## src/include/axi_params.svh

```systemverilog
`ifndef AXI_PARAMS_SVH
`define AXI_PARAMS_SVH

// Channel field widths
`define AXI_ID_BITS    4
`define AXI_ADDR_BITS  32
`define AXI_DATA_BITS  32
`define AXI_STRB_BITS  4
`define AXI_LEN_BITS   8
`define AXI_SIZE_BITS  3

// Encoded field values
`define AXI_BURST_INC  2'b01
`define AXI_RESP_OKAY  2'b00
`define AXI_SIZE_WORD  3'b010

// On-chip SRAM geometry
`define SRAM_WORDS       256
`define SRAM_INDEX_BITS  8

`endif

```

## src/verilog/axi_pkg.sv

```systemverilog
`include "axi_params.svh"

package axi_pkg;

  typedef struct packed {
    logic [`AXI_ID_BITS-1:0]   id;
    logic [`AXI_ADDR_BITS-1:0] addr;
    logic [`AXI_LEN_BITS-1:0]  len;
    logic [`AXI_SIZE_BITS-1:0] size;
    logic [1:0]                burst;
  } axi_aw_t;

  typedef struct packed {
    logic [`AXI_DATA_BITS-1:0] data;
    logic [`AXI_STRB_BITS-1:0] strb;
    logic                      last;
  } axi_w_t;

  typedef struct packed {
    logic [`AXI_ID_BITS-1:0] id;
    logic [1:0]              resp;
  } axi_b_t;

  typedef struct packed {
    logic [`AXI_ID_BITS-1:0]   id;
    logic [`AXI_ADDR_BITS-1:0] addr;
    logic [`AXI_LEN_BITS-1:0]  len;
    logic [`AXI_SIZE_BITS-1:0] size;
    logic [1:0]                burst;
  } axi_ar_t;

  typedef struct packed {
    logic [`AXI_ID_BITS-1:0]   id;
    logic [`AXI_DATA_BITS-1:0] data;
    logic [1:0]                resp;
    logic                      last;
  } axi_r_t;

  // Master sequencing, one access at a time
  typedef enum logic [2:0] {
    st_idle, st_ar, st_r, st_aw, st_w, st_b
  } master_state_t;

  typedef enum logic [2:0] {
    sl_idle, sl_wait_w, sl_wait_aw, sl_bresp, sl_rresp
  } slave_state_t;

endpackage

```

## src/verilog/axi_master.sv

```systemverilog
`include "axi_params.svh"

module axi_master #(
  parameter logic [`AXI_ID_BITS-1:0] master_id = '0
) (
  input  logic                      clk,
  input  logic                      rstn,
  // CPU side
  input  logic                      access_request,
  input  logic                      write,
  input  logic [`AXI_STRB_BITS-1:0] wstrb,
  input  logic [`AXI_DATA_BITS-1:0] wdata,
  input  logic [`AXI_ADDR_BITS-1:0] addr,
  output logic [`AXI_DATA_BITS-1:0] data_out,
  output logic                      stall,
  // AXI side
  output axi_pkg::axi_aw_t          aw,
  output logic                      awvalid,
  input  logic                      awready,
  output axi_pkg::axi_w_t           w,
  output logic                      wvalid,
  input  logic                      wready,
  input  axi_pkg::axi_b_t           b,
  input  logic                      bvalid,
  output logic                      bready,
  output axi_pkg::axi_ar_t          ar,
  output logic                      arvalid,
  input  logic                      arready,
  input  axi_pkg::axi_r_t           r,
  input  logic                      rvalid,
  output logic                      rready
);

  axi_pkg::master_state_t state, next_state;

  logic [`AXI_ADDR_BITS-1:0] addr_r;
  logic [`AXI_DATA_BITS-1:0] wdata_r;
  logic [`AXI_STRB_BITS-1:0] wstrb_r;
  logic [`AXI_DATA_BITS-1:0] rdata_r;
  logic                      aw_hs, w_hs, b_hs, ar_hs, r_hs;

  // Valid and ready follow the state only
  assign awvalid = (state == axi_pkg::st_aw);
  // Data goes out together with the accepted address
  assign wvalid  = (state == axi_pkg::st_w) | ((state == axi_pkg::st_aw) & awready);
  assign bready  = (state == axi_pkg::st_b);
  assign arvalid = (state == axi_pkg::st_ar);
  assign rready  = (state == axi_pkg::st_r);
  assign stall   = (state != axi_pkg::st_idle);

  assign aw_hs = awvalid & awready;
  assign w_hs  = wvalid & wready;
  assign b_hs  = bvalid & bready;
  assign ar_hs = arvalid & arready;
  assign r_hs  = rvalid & rready;

  // Read data bypass in the handshake cycle
  assign data_out = r_hs ? r.data : rdata_r;

  always_ff @(posedge clk or negedge rstn) begin
    if (!rstn) begin
      rdata_r <= '0;
    end else if (r_hs) begin
      rdata_r <= r.data;
    end
  end

  // Request capture on leaving idle
  always_ff @(posedge clk) begin
    if (state == axi_pkg::st_idle && access_request) begin
      addr_r  <= addr;
      wdata_r <= wdata;
      wstrb_r <= wstrb;
    end
  end

  always_ff @(posedge clk or negedge rstn) begin
    if (!rstn) begin
      state <= axi_pkg::st_idle;
    end else begin
      state <= next_state;
    end
  end

  always_comb begin
    next_state = state;
    case (state)
      axi_pkg::st_idle: begin
        if (access_request) begin
          next_state = write ? axi_pkg::st_aw : axi_pkg::st_ar;
        end
      end
      axi_pkg::st_ar: if (ar_hs) next_state = axi_pkg::st_r;
      axi_pkg::st_r:  if (r_hs) next_state = axi_pkg::st_idle;
      axi_pkg::st_aw: begin
        if (aw_hs) begin
          next_state = w_hs ? axi_pkg::st_b : axi_pkg::st_w;
        end
      end
      axi_pkg::st_w: if (w_hs) next_state = axi_pkg::st_b;
      axi_pkg::st_b: if (b_hs) next_state = axi_pkg::st_idle;
      default: next_state = axi_pkg::st_idle;
    endcase
  end

  // Single-beat word transfers only
  always_comb begin
    aw.id    = master_id;
    aw.addr  = addr_r;
    aw.len   = '0;
    aw.size  = `AXI_SIZE_WORD;
    aw.burst = `AXI_BURST_INC;

    w.data = wdata_r;
    w.strb = wstrb_r;
    w.last = 1'b1;

    ar.id    = master_id;
    ar.addr  = addr_r;
    ar.len   = '0;
    ar.size  = `AXI_SIZE_WORD;
    ar.burst = `AXI_BURST_INC;
  end

endmodule

```

## config.mk

```make
export PLATFORM = sky130hd
export DESIGN_NAME = axi_master
export DESIGN_NICKNAME = d
export VERILOG_FILES = /design/src/verilog/axi_pkg.sv /design/src/verilog/axi_master.sv
export VERILOG_INCLUDE_DIRS = /design/src /design/src/include
export SDC_FILE = /design/constraint.sdc
export NUM_CORES = 1
export LEC_CHECK = 0
export ABC_AREA = 1
export BUFFER_PORTS_ARGS = -buffer_cell sky130_fd_sc_hd__buf_2
export CORE_AREA = 2 2 115 117
export CTS_CLUSTER_DIAMETER = 80
export DETAILED_ROUTE_END_ITERATION = 10
export DIE_AREA = 0 0 117 119
export HOLD_SLACK_MARGIN = 0.12
export PLACE_DENSITY = 0.66
export SKIP_CTS_REPAIR_TIMING = 1
export SYNTH_ARGS = -nofsm -noshare
export SYNTH_HDL_FRONTEND = slang
export SYNTH_SLANG_ARGS = --single-unit
```

## constraint.sdc

```tcl
create_clock -name clk -period 6.2 [get_ports clk]
set_input_delay 1.24 -clock clk [delete_from_list [all_inputs] [get_ports clk]]
set_output_delay 1.24 -clock clk [all_outputs]
set_load 0.02 [all_outputs]
```

### After elaboration in Yosys (flattened, before gate mapping)

Index checks and enable logic that the tools add are counted.

| word-level totals | value |
|---|---|
| register bits after elaboration | 103 |
| output and inout bits | 173 |

| cells by class | value |
|---|---|
| bitwise logic cells | 6 |
| equality and inequality tests | 11 |
| reductions and logical operators | 4 |
| muxes and demuxes | 10 |

Operator list:

| cell | number |
|---|---|
| $mux W32 | 1 |
| $mux W3 | 6 |
| $pmux W3 S6 | 1 |
| $ne A2 B1 Y1 const B | 4 |
| $eq A3 B2 Y1 const B | 2 |
| $eq A3 B3 Y1 const B | 2 |
| $reduce_and A6 Y1 | 1 |
| $and A1 B1 Y1 | 5 |
| $ne A2 B2 Y1 const B | 2 |
| $eq A3 B1 Y1 const B | 1 |
| $logic_not A3 Y1 | 1 |
| $reduce_bool A3 Y1 | 1 |
| $mux W2 | 1 |
| $logic_and A1 B1 Y1 | 1 |
| $mux W1 | 1 |
| $or A1 B1 Y1 | 1 |

### Logic depth before layout (Yosys ltp)

Gate-level depths: netlist (run 1).

| logic depth | value |
|---|---|
| depth after elaboration | 7 |
| gate-level depth with buffers | 9 |

### Least setup slack after synthesis (run 1)

OpenSTA, ideal clock, no wires.

| timing path | value |
|---|---|
| kind | in2reg |
| from | input access_request |
| to | register addr_r[0] (enable) |
| cell stages on the path | 2 |
| data required time | 5.705 ns |
| arrival | 4.113 ns |
| setup slack | 1.592 ns |
| cell sequence | inv_1 > nor2_1 |

| on the way | value |
|---|---|
| longest elaborated chain between the ends | 1 |

RTL lines:

| item | line | text |
|---|---|---|
| from (decl) | axi_master.sv:9 | `input logic access_request,` |
| $logic_and A1 B1 Y1 | axi_master.sv:70 | `if (state == axi_pkg::st_idle && access_request) begin` |
| to (signal assigned) | axi_master.sv:71 | `addr_r <= addr;` |
| to (decl) | axi_master.sv:36 | `` logic [`AXI_ADDR_BITS-1:0] addr_r; `` |

No other way between the ends.
A chain may end at the register's enable or synchronous reset.

### Worst setup path after layout (run 1)

| timing path | value |
|---|---|
| from | register state[0] |
| to | output data_out[15] |

| on the way | value |
|---|---|
| longest elaborated chain between the ends | 3 |

RTL lines:

| item | line | text |
|---|---|---|
| from (decl) | axi_master.sv:34 | `axi_pkg::master_state_t state, next_state;` |
| from (signal assigned) | axi_master.sv:79 | `state <= axi_pkg::st_idle;` |
| from (signal assigned) | axi_master.sv:81 | `state <= next_state;` |
| $eq A3 B2 Y1 | axi_master.sv:48 | `assign rready = (state == axi_pkg::st_r);` |
| $and A1 B1 Y1 | axi_master.sv:55 | `assign r_hs = rvalid & rready;` |
| $mux W32 | -- |  |
| to (decl) | axi_master.sv:14 | `` output logic [`AXI_DATA_BITS-1:0] data_out, `` |

No other way between the ends.

==> results.cfg, run 1 <==
[layout]
layout-drive-gt1-share_pct = 48.9
area_growth_pct = 32.5
layout_common_cells = buf_2 (246), nand2_1 (79), edfxtp_1 (68), nand3_1 (38)
layout.nets = 663
final_common_cell = buf_2
design_area_sq_um = 5430
fin_util_pct = 42.2
num_antenna_cells = 0

[yosys]
yosysWarnings = 0
synth_area_leaders = edfxtp_1 (50%), dfrtp_1 (21%), buf_4 (12%), nand2_1 (7.2%), nand3_1 (4.6%)
syn_area_sq_um = 4100
synth_seq_cells = 103
synth.top_cell.area_share_pct = 49.8
synth_area_leader_cell = edfxtp_1
ys_types = 17
avgSynthCellArea_sq_um = 12.5
synth_seq_area_share_pct = 71.1
syn_inst = 329

[timing]
max_freq_ghz = 0.234
finalMaxSlewViolations = 0
setup_viol = 0
fin_crit_sh_pct = 68.9
finalHoldViolCount = 0
worst_slack_ns = 1.93
setup_tns_ns = 0
max_slew.worst_pin.slew_ns = 1.20
finalClockSkew_ns = 0.0114
max-slew-margin-rel_pct = 20.0
grt_setup_unrepaired = no
period_needed_ns = 4.27

[worst_setup_path]
critPathMaxFanout = 34
cp.arrival_ns = 3.03
critical_path_class = reg2out
crit_path_start_kind = flop
r2r_cells = 4
endpoint_kind = output pin
critical_path_required_ns = 4.96

[clock_network]
clk_latency_ns = 0.35
cts-root-buf = clkbuf_16
clkTransAtPathRegs_ns = 0.08
cts.path.max_buffers = 2
cts_tree = built
cts_made_buffers = 9
clock-sinks = 103
htree_levels = 3

[placed_design]
pre_cts_ws_ns = 2.19
placed_area_sq_um = 5130
dp_hpwl_mm = 7.01
gp_congestion = 0.844
port_buffers = 246

[pwr]
peakVddDrop_mv = 0.285
p_leak_nw = 2.73
finalPower_mw = 2.51
power_density_nw_per_um2 = 462

[route]
wl_mm = 9.16
drc = 0
firstDrtPassIters = 4
drtIter0Drc = 163
drt-wirelength-per-cell_microns = 12.7
final_antenna_net_count = 0
vias = 2983
vias_per_cell = 4.13

[status]
outcome = completed

[die]
core_area_sq_um = 12900
boundaryPins = 295
num_rows = 42
die_height_microns = 119
die_area_sq_um = 13900
die_w_microns = 117
start_util_pct = 31.9

[global_route]
grt_max_degree = 36
antenna_found_initial = 0
grt_pass1_vias = 2764
grt_pass1_wl_mm = 13.4
grt_overflow = 0
grt_usage_pct = 12.9

[min_path]
worstHoldPathCells = 2
hp-class = reg2reg

[run]
max_cap_viol_count = 0
cell usage after synthesis:
master / number
nand2_2: 1
nand4_1: 1
nand3b_1: 1
nor2_1: 9
nand2_1: 79
conb_1: 2
buf_4: 67
nor3_4: 1
inv_1: 10
nor3_1: 1
buf_2: 8
edfxtp_1: 68
nand3_1: 38
inv_2: 1
clkbuf_1: 4
dfrtp_1: 35
o21ai_0: 3
worst paths after layout:
path / endpoint / from / slack, ns
max in group asynchronous: rdata_r[24] / rstn / 4.74
min: rdata_r[21] / rdata_r[21] / 0.47
min reg2reg: rdata_r[21] / rdata_r[21] / 0.47
max reg2reg: rdata_r[15] / state[0] / 3.56
min in group asynchronous: state[2] / rstn / 0.96
max: data_out[15] / state[0] / 1.93
routing by layer:
layer / vias to the layer above / global-route usage [%] / routed length, microns
li1: 1417 / - / -
met1: 1381 / 14.2 / 3570
met2: 173 / 22.2 / 4580
met3: 12 / 3.61 / 819
met4: 0 / 6.99 / 194
met5: - / 0 / 0
power breakdown:
| group | leakage (nW) | internal [mW] | switching (mW) |
|---|---|---|---|
| registers | 1.07 | 0.954 | 0.0719 |
| logic | 1.52 | 0.264 | 0.667 |
| clock network | 0.144 | 0.286 | 0.269 |
state kept, by name (all words and copies together) (netlist names):
name	flops
state	3
rdata_r	32
wstrb_r	4
wdata_r	32
addr_r	32
worst max-delay path: stages, from the launching register on:
cell     delay (ns)
dfrtp_1        0.49
nor3_4         1.01
nand2_2        0.68
nand2_1        0.22
nand2_1        0.10
buf_2          0.17
stage by stage:
step | instances | hold slack (ns)
after floorplan | 362 | 0.551
after global placement | 706 | 0.447
after detailed placement | 706 | 0.452
after CTS | 722 | 0.472
after global routing | 722 | 0.494
final | 722 | 0.470
cell type report:
type	instances	area [sq um]
fill	1243	7440
sequential	103	2920
timing repair buffer	247	1240
multi-input combinational	169	716
clock buffer	9	225
tap	176	220
clock inverter	7	75.1
inverter	11	41.3
kinds of logic (layout without fill, tap and decap cells):
kind of cell           after synthesis  after routing  share of synthesized area (%)
and+or+nand+nor                    131            131                           13.7
AOI/OAI and AO/OA                    3              3                          0.366
other                                2             35                          0.183
buffers and inverters               90            274                           14.6
DFF                                103            103                           71.1
Power figures use the tool's default switching activity.
==> run 2, diff against run 1 <==
--- a/config.mk
+++ b/config.mk
@@ -8,12 +8,12 @@
 export LEC_CHECK = 0
 export ABC_AREA = 1
 export BUFFER_PORTS_ARGS = -buffer_cell sky130_fd_sc_hd__buf_2
-export CORE_AREA = 2 2 115 117
+export CORE_AREA = 2 2 116 118
 export CTS_CLUSTER_DIAMETER = 80
 export DETAILED_ROUTE_END_ITERATION = 10
-export DIE_AREA = 0 0 117 119
+export DIE_AREA = 0 0 118 120
 export HOLD_SLACK_MARGIN = 0.12
-export PLACE_DENSITY = 0.66
+export PLACE_DENSITY = 0.65
 export SKIP_CTS_REPAIR_TIMING = 1
 export SYNTH_ARGS = -nofsm -noshare
 export SYNTH_HDL_FRONTEND = slang
==> constraint.sdc (replaced) <==
create_clock -name clk -period 4.4 [get_ports clk]
set_input_delay 0.88 -clock clk [delete_from_list [all_inputs] [get_ports clk]]
set_output_delay 0.88 -clock clk [all_outputs]
set_load 0.02 [all_outputs]
==> results.cfg, run 2 (synthesis results as in run 1) <==
[status]
outcome = completed

[global_route]
gr-usage-met2_pct = 21.8
met3_usage_pct = 6.08
grt_util_met1_pct = 14.0
grt_max_degree = 69
grt_pass1_vias = 2779
grt_pass1_wl_mm = 13.9
antenna_found_initial = 3
busiest_layer = met2
grt_overflow = 0
grt_usage_pct = 12.9

[min_path]
hp-class = reg2reg
worstHoldPathCells = 2
min_from = rdata_r[6]
min_to = rdata_r[6]

[run]
max_cap_viol_count = 0

[worst_setup_path]
cp.arrival_ns = 2.04
rr_endpoint = addr_r[24]
r2r_cells = 4
reg2reg_slack_ns = 2.32
cp_num_buf_inv = 2
critPathMaxFanout = 32
cpPeakStageDelay_ns = 0.42
endpoint_kind = output pin
crit_slowest_cell = nand2_2
crit_path_start_kind = input port
crit_family = simple AND/OR/NAND/NOR gates
critical_path_class = in2out
r2r_start = state[0]
crit_cells = 5
critical_path_required_ns = 3.52
crit_chain = buf_2 -> nand2_2 -> nand2_1 -> nand2_1 -> buf_2

[route]
final_antenna_net_count = 0
drt-wirelength-per-cell_microns = 12.5
drc = 0
vias_per_cell = 4.11
vias = 2985
firstDrtPassIters = 5
drtIter0Drc = 168
wl_mm = 9.07

[pwr]
peakVddDrop_mv = 0.273
power_density_nw_per_um2 = 656
p_leak_nw = 2.76
finalPower_mw = 3.59

[placed_design]
pre_cts_ws_ns = 1.44
dp_hpwl_mm = 7.01
gp_congestion = 0.734
port_buffers = 246

[clock_network]
clkTransAtPathRegs_ns = 0.07
cts-root-buf = clkbuf_16
cts_tree = built
clk_latency_ns = 0.34
cts_made_buffers = 9
htree_levels = 3
cts.path.max_buffers = 2
clock-sinks = 103

[die]
die_height_microns = 120
num_rows = 42
start_util_pct = 31.6
boundaryPins = 295
die_area_sq_um = 14200
die_w_microns = 118
core_area_sq_um = 13000

[timing]
worst_slack_ns = 1.48
max-slew-margin-rel_pct = 42.8
grt_setup_unrepaired = no
finalClockSkew_ns = 0.00816
finalHoldViolCount = 0
setup_viol = 0
period_needed_ns = 2.92
max_freq_ghz = 0.342
setup_tns_ns = 0
finalMaxSlewViolations = 0
holdWs_ns = 0.466
max_slew.worst_pin.slew_ns = 0.858
fin_crit_sh_pct = 66.4

[layout]
largestRegisters = addr_r (32), rdata_r (32), wdata_r (32)
fillers = 1269
layout_common_cells = buf_2 (246), nand2_1 (79), edfxtp_1 (68), nand3_1 (38)
final_common_cell = buf_2
layout.nets = 665
area_growth_pct = 33.5
layout-drive-gt1-share_pct = 49.1
-- run 2: changes by cell type in the layout (fill, tap and decap cells not counted) --
| cell | change |
|---|---|
| buf_4 | +2 |
| diode_2 | +2 |
| clkinvlp_4 | -1 |
| bufinv_16 | +1 |
-- run 2: power breakdown --
group	internal, mW	switching, mW
logic	0.376	0.938
clock network	0.460	0.374
registers	1.35	0.0986
-- run 2: routing by layer --
layer  wire (microns)  vias to the layer above
met5               13                        -
met4              146                        2
met3              972                       12
met2             4560                      173
met1             3380                     1369
li1                 -                     1429
-- run 2: worst max-delay path by stage --
| stage | start | to | slack, ns |
|---|---|---|---|
| global placement | rvalid | data_out[30] | 1.47 |
| CTS | rvalid | data_out[4] | 1.44 |
| global route | rvalid | data_out[22] | 1.31 |
| detailed placement | rvalid | data_out[4] | 1.44 |
| floorplan | state[0] | addr_r[0] | 0.13 |
| finish | rvalid | data_out[4] | 1.48 |
-- run 2: through the flow --
stage	instance area, sq um	instances	util (%)
5_1_grt	5470	724	42.2
6_report	5480	726	42.2
4_1_cts	5470	724	42.2
3_5_place_dp	5150	708	39.7
2_1_floorplan	4230	362	-
3_3_place_gp	5150	708	39.7
-- run 2: area by class of cell --
cell class                      instances  area (sq um)  area share, %
Multi-Input combinational cell        169           716           13.1
Inverter                               11          41.3          0.754
Antenna cell                            2          5.00         0.0914
Sequential cell                       103          2920           53.3
Tap cell                              176           220           4.02
Clock inverter                          7          97.6           1.78
Clock buffer                            9           225           4.11
Timing Repair Buffer                  249          1250           22.9
-- run 2: worst min-delay path: cells and delay by family, from the launching register on --
family / cells / cell delay, ns
simple gates: 2 / 0.11
flops: 1 / 0.33
==> run 3, diff against run 2 <==
==> constraint.sdc (replaced) <==
create_clock -name clk -period 2.8 [get_ports clk]
set_input_delay 0.56 -clock clk [delete_from_list [all_inputs] [get_ports clk]]
set_output_delay 0.56 -clock clk [all_outputs]
set_load 0.02 [all_outputs]
==> results.cfg, run 3 (synthesis results as in run 1) <==
[status]
outcome = completed

[route]
vias = 2999
vias_per_cell = 4.14
drc = 0
drt-wirelength-per-cell_microns = 12.7
wl_mm = 9.21
final_antenna_net_count = 0
drtIter0Drc = 131
firstDrtPassIters = 4

[worst_setup_path]
reg2reg_slack_ns = 0.84
r2r_start = state[0]
cp.arrival_ns = 1.93
endpoint_kind = output pin
critical_path_class = reg2out
startpoint = state[0]
r2r_cells = 4
crit_path_start_kind = flop
critPathMaxFanout = 22
critical_path_required_ns = 2.24
worstSetupEndpoint = data_out[18]
rr_endpoint = wdata_r[28]

[global_route]
grt_overflow = 0
antenna_found_initial = 0
grt_max_degree = 58
grt_pass1_vias = 2846
grt_usage_pct = 13.1
grt_pass1_wl_mm = 14.2

[timing]
finalClockSkew_ns = 0.00574
setup_tns_ns = 0
finalMaxSlewViolations = 0
fin_crit_sh_pct = 89.0
setup_viol = 0
finalHoldViolCount = 0
grt_setup_unrepaired = no
max_slew.worst_pin.slew_ns = 0.805
period_needed_ns = 2.49
max_freq_ghz = 0.401
max-slew-margin-rel_pct = 46.3

[die]
die_area_sq_um = 14200
num_rows = 42
die_w_microns = 118
start_util_pct = 31.6
die_height_microns = 120
core_area_sq_um = 13000
boundaryPins = 295

[layout]
layout-drive-gt1-share_pct = 49.2
fin_cells = 725
layout_common_cells = buf_2 (246), nand2_1 (79), edfxtp_1 (68), nand3_1 (38)
num_antenna_cells = 0
area_growth_pct = 33.8
fillers = 1262
largestRegisters = addr_r (32), rdata_r (32), wdata_r (32)
regArea_sq_um = 2920
final_common_cell = buf_2
layout.nets = 666
multi_input_comb_area_sq_um = 721

[clock_network]
cts.path.max_buffers = 2
cts_tree = built
cts-root-buf = clkbuf_16
htree_levels = 3
clock-sinks = 103
clkTransAtPathRegs_ns = 0.07
cts_made_buffers = 9
clk_latency_ns = 0.34

[pwr]
p_leak_nw = 2.77
peakVddDrop_mv = 0.373
power_density_nw_per_um2 = 1030

[placed_design]
gp_congestion = 0.805
dp_cells = 709
dp_hpwl_mm = 7.05
port_buffers = 246

[run]
max_cap_viol_count = 0

[min_path]
hp-class = in2async
==> run 3: how the worst min path moves through the flow <==
stage	start	to	depth (start not counted)
2_1_floorplan	rstn	rdata_r[0]	0
3_3_place_gp	rdata_r[3]	rdata_r[3]	2
3_5_place_dp	rdata_r[21]	rdata_r[21]	2
4_1_cts	rstn	rdata_r[1]	1
5_1_grt	rstn	state[2]	1
6_report	rstn	rdata_r[1]	1
==> run 3: through the flow <==
step	worst slack (ns)	cell area, sq um	util [%]	power [mW]	hold slack, ns
after global routing	0.132	5490	42.3	6.00	0.347
after CTS	0.117	5480	42.2	5.74	0.315
final	0.308	5490	42.3	5.67	0.304
after detailed placement	0.492	5170	39.8	4.42	0.453
after floorplan	0.413	4230	-	3.79	0.264
after global placement	0.542	5170	39.8	4.38	0.448
==> run 3: where the power goes <==
group	total, mW	leakage [nW]	switching, mW	internal (mW)
sequential	2.27	1.07	0.157	2.11
clock	1.31	0.153	0.591	0.715
combinational	2.10	1.54	1.48	0.614
==> run 3: final cells by class <==
class	instances	share of cell area, %
multi-input cells	169	13.1
clock buffers	9	4.10
repair buffers	250	23.2
clock inverters	7	1.64
well taps	176	4.01
inverters	11	0.752
flip-flops and latches	103	53.2
==> run 3: metal layers <==
layer	routed length [microns]	GRT usage, %	vias to the layer above
met3	782	4.09	12
met2	4850	22.9	169
li1	-	-	1416
met5	0	0	-
met1	3390	14.3	1402
met4	192	6.55	0
==> run 3: critical path, stage by stage (launching register included) <==
cell and delay [ns]:
dfrtp_1 0.49, nor3_4 0.21, buf_4 0.21, buf_4 0.27, nand3_1 0.12, nand2_1 0.10, buf_2 0.18
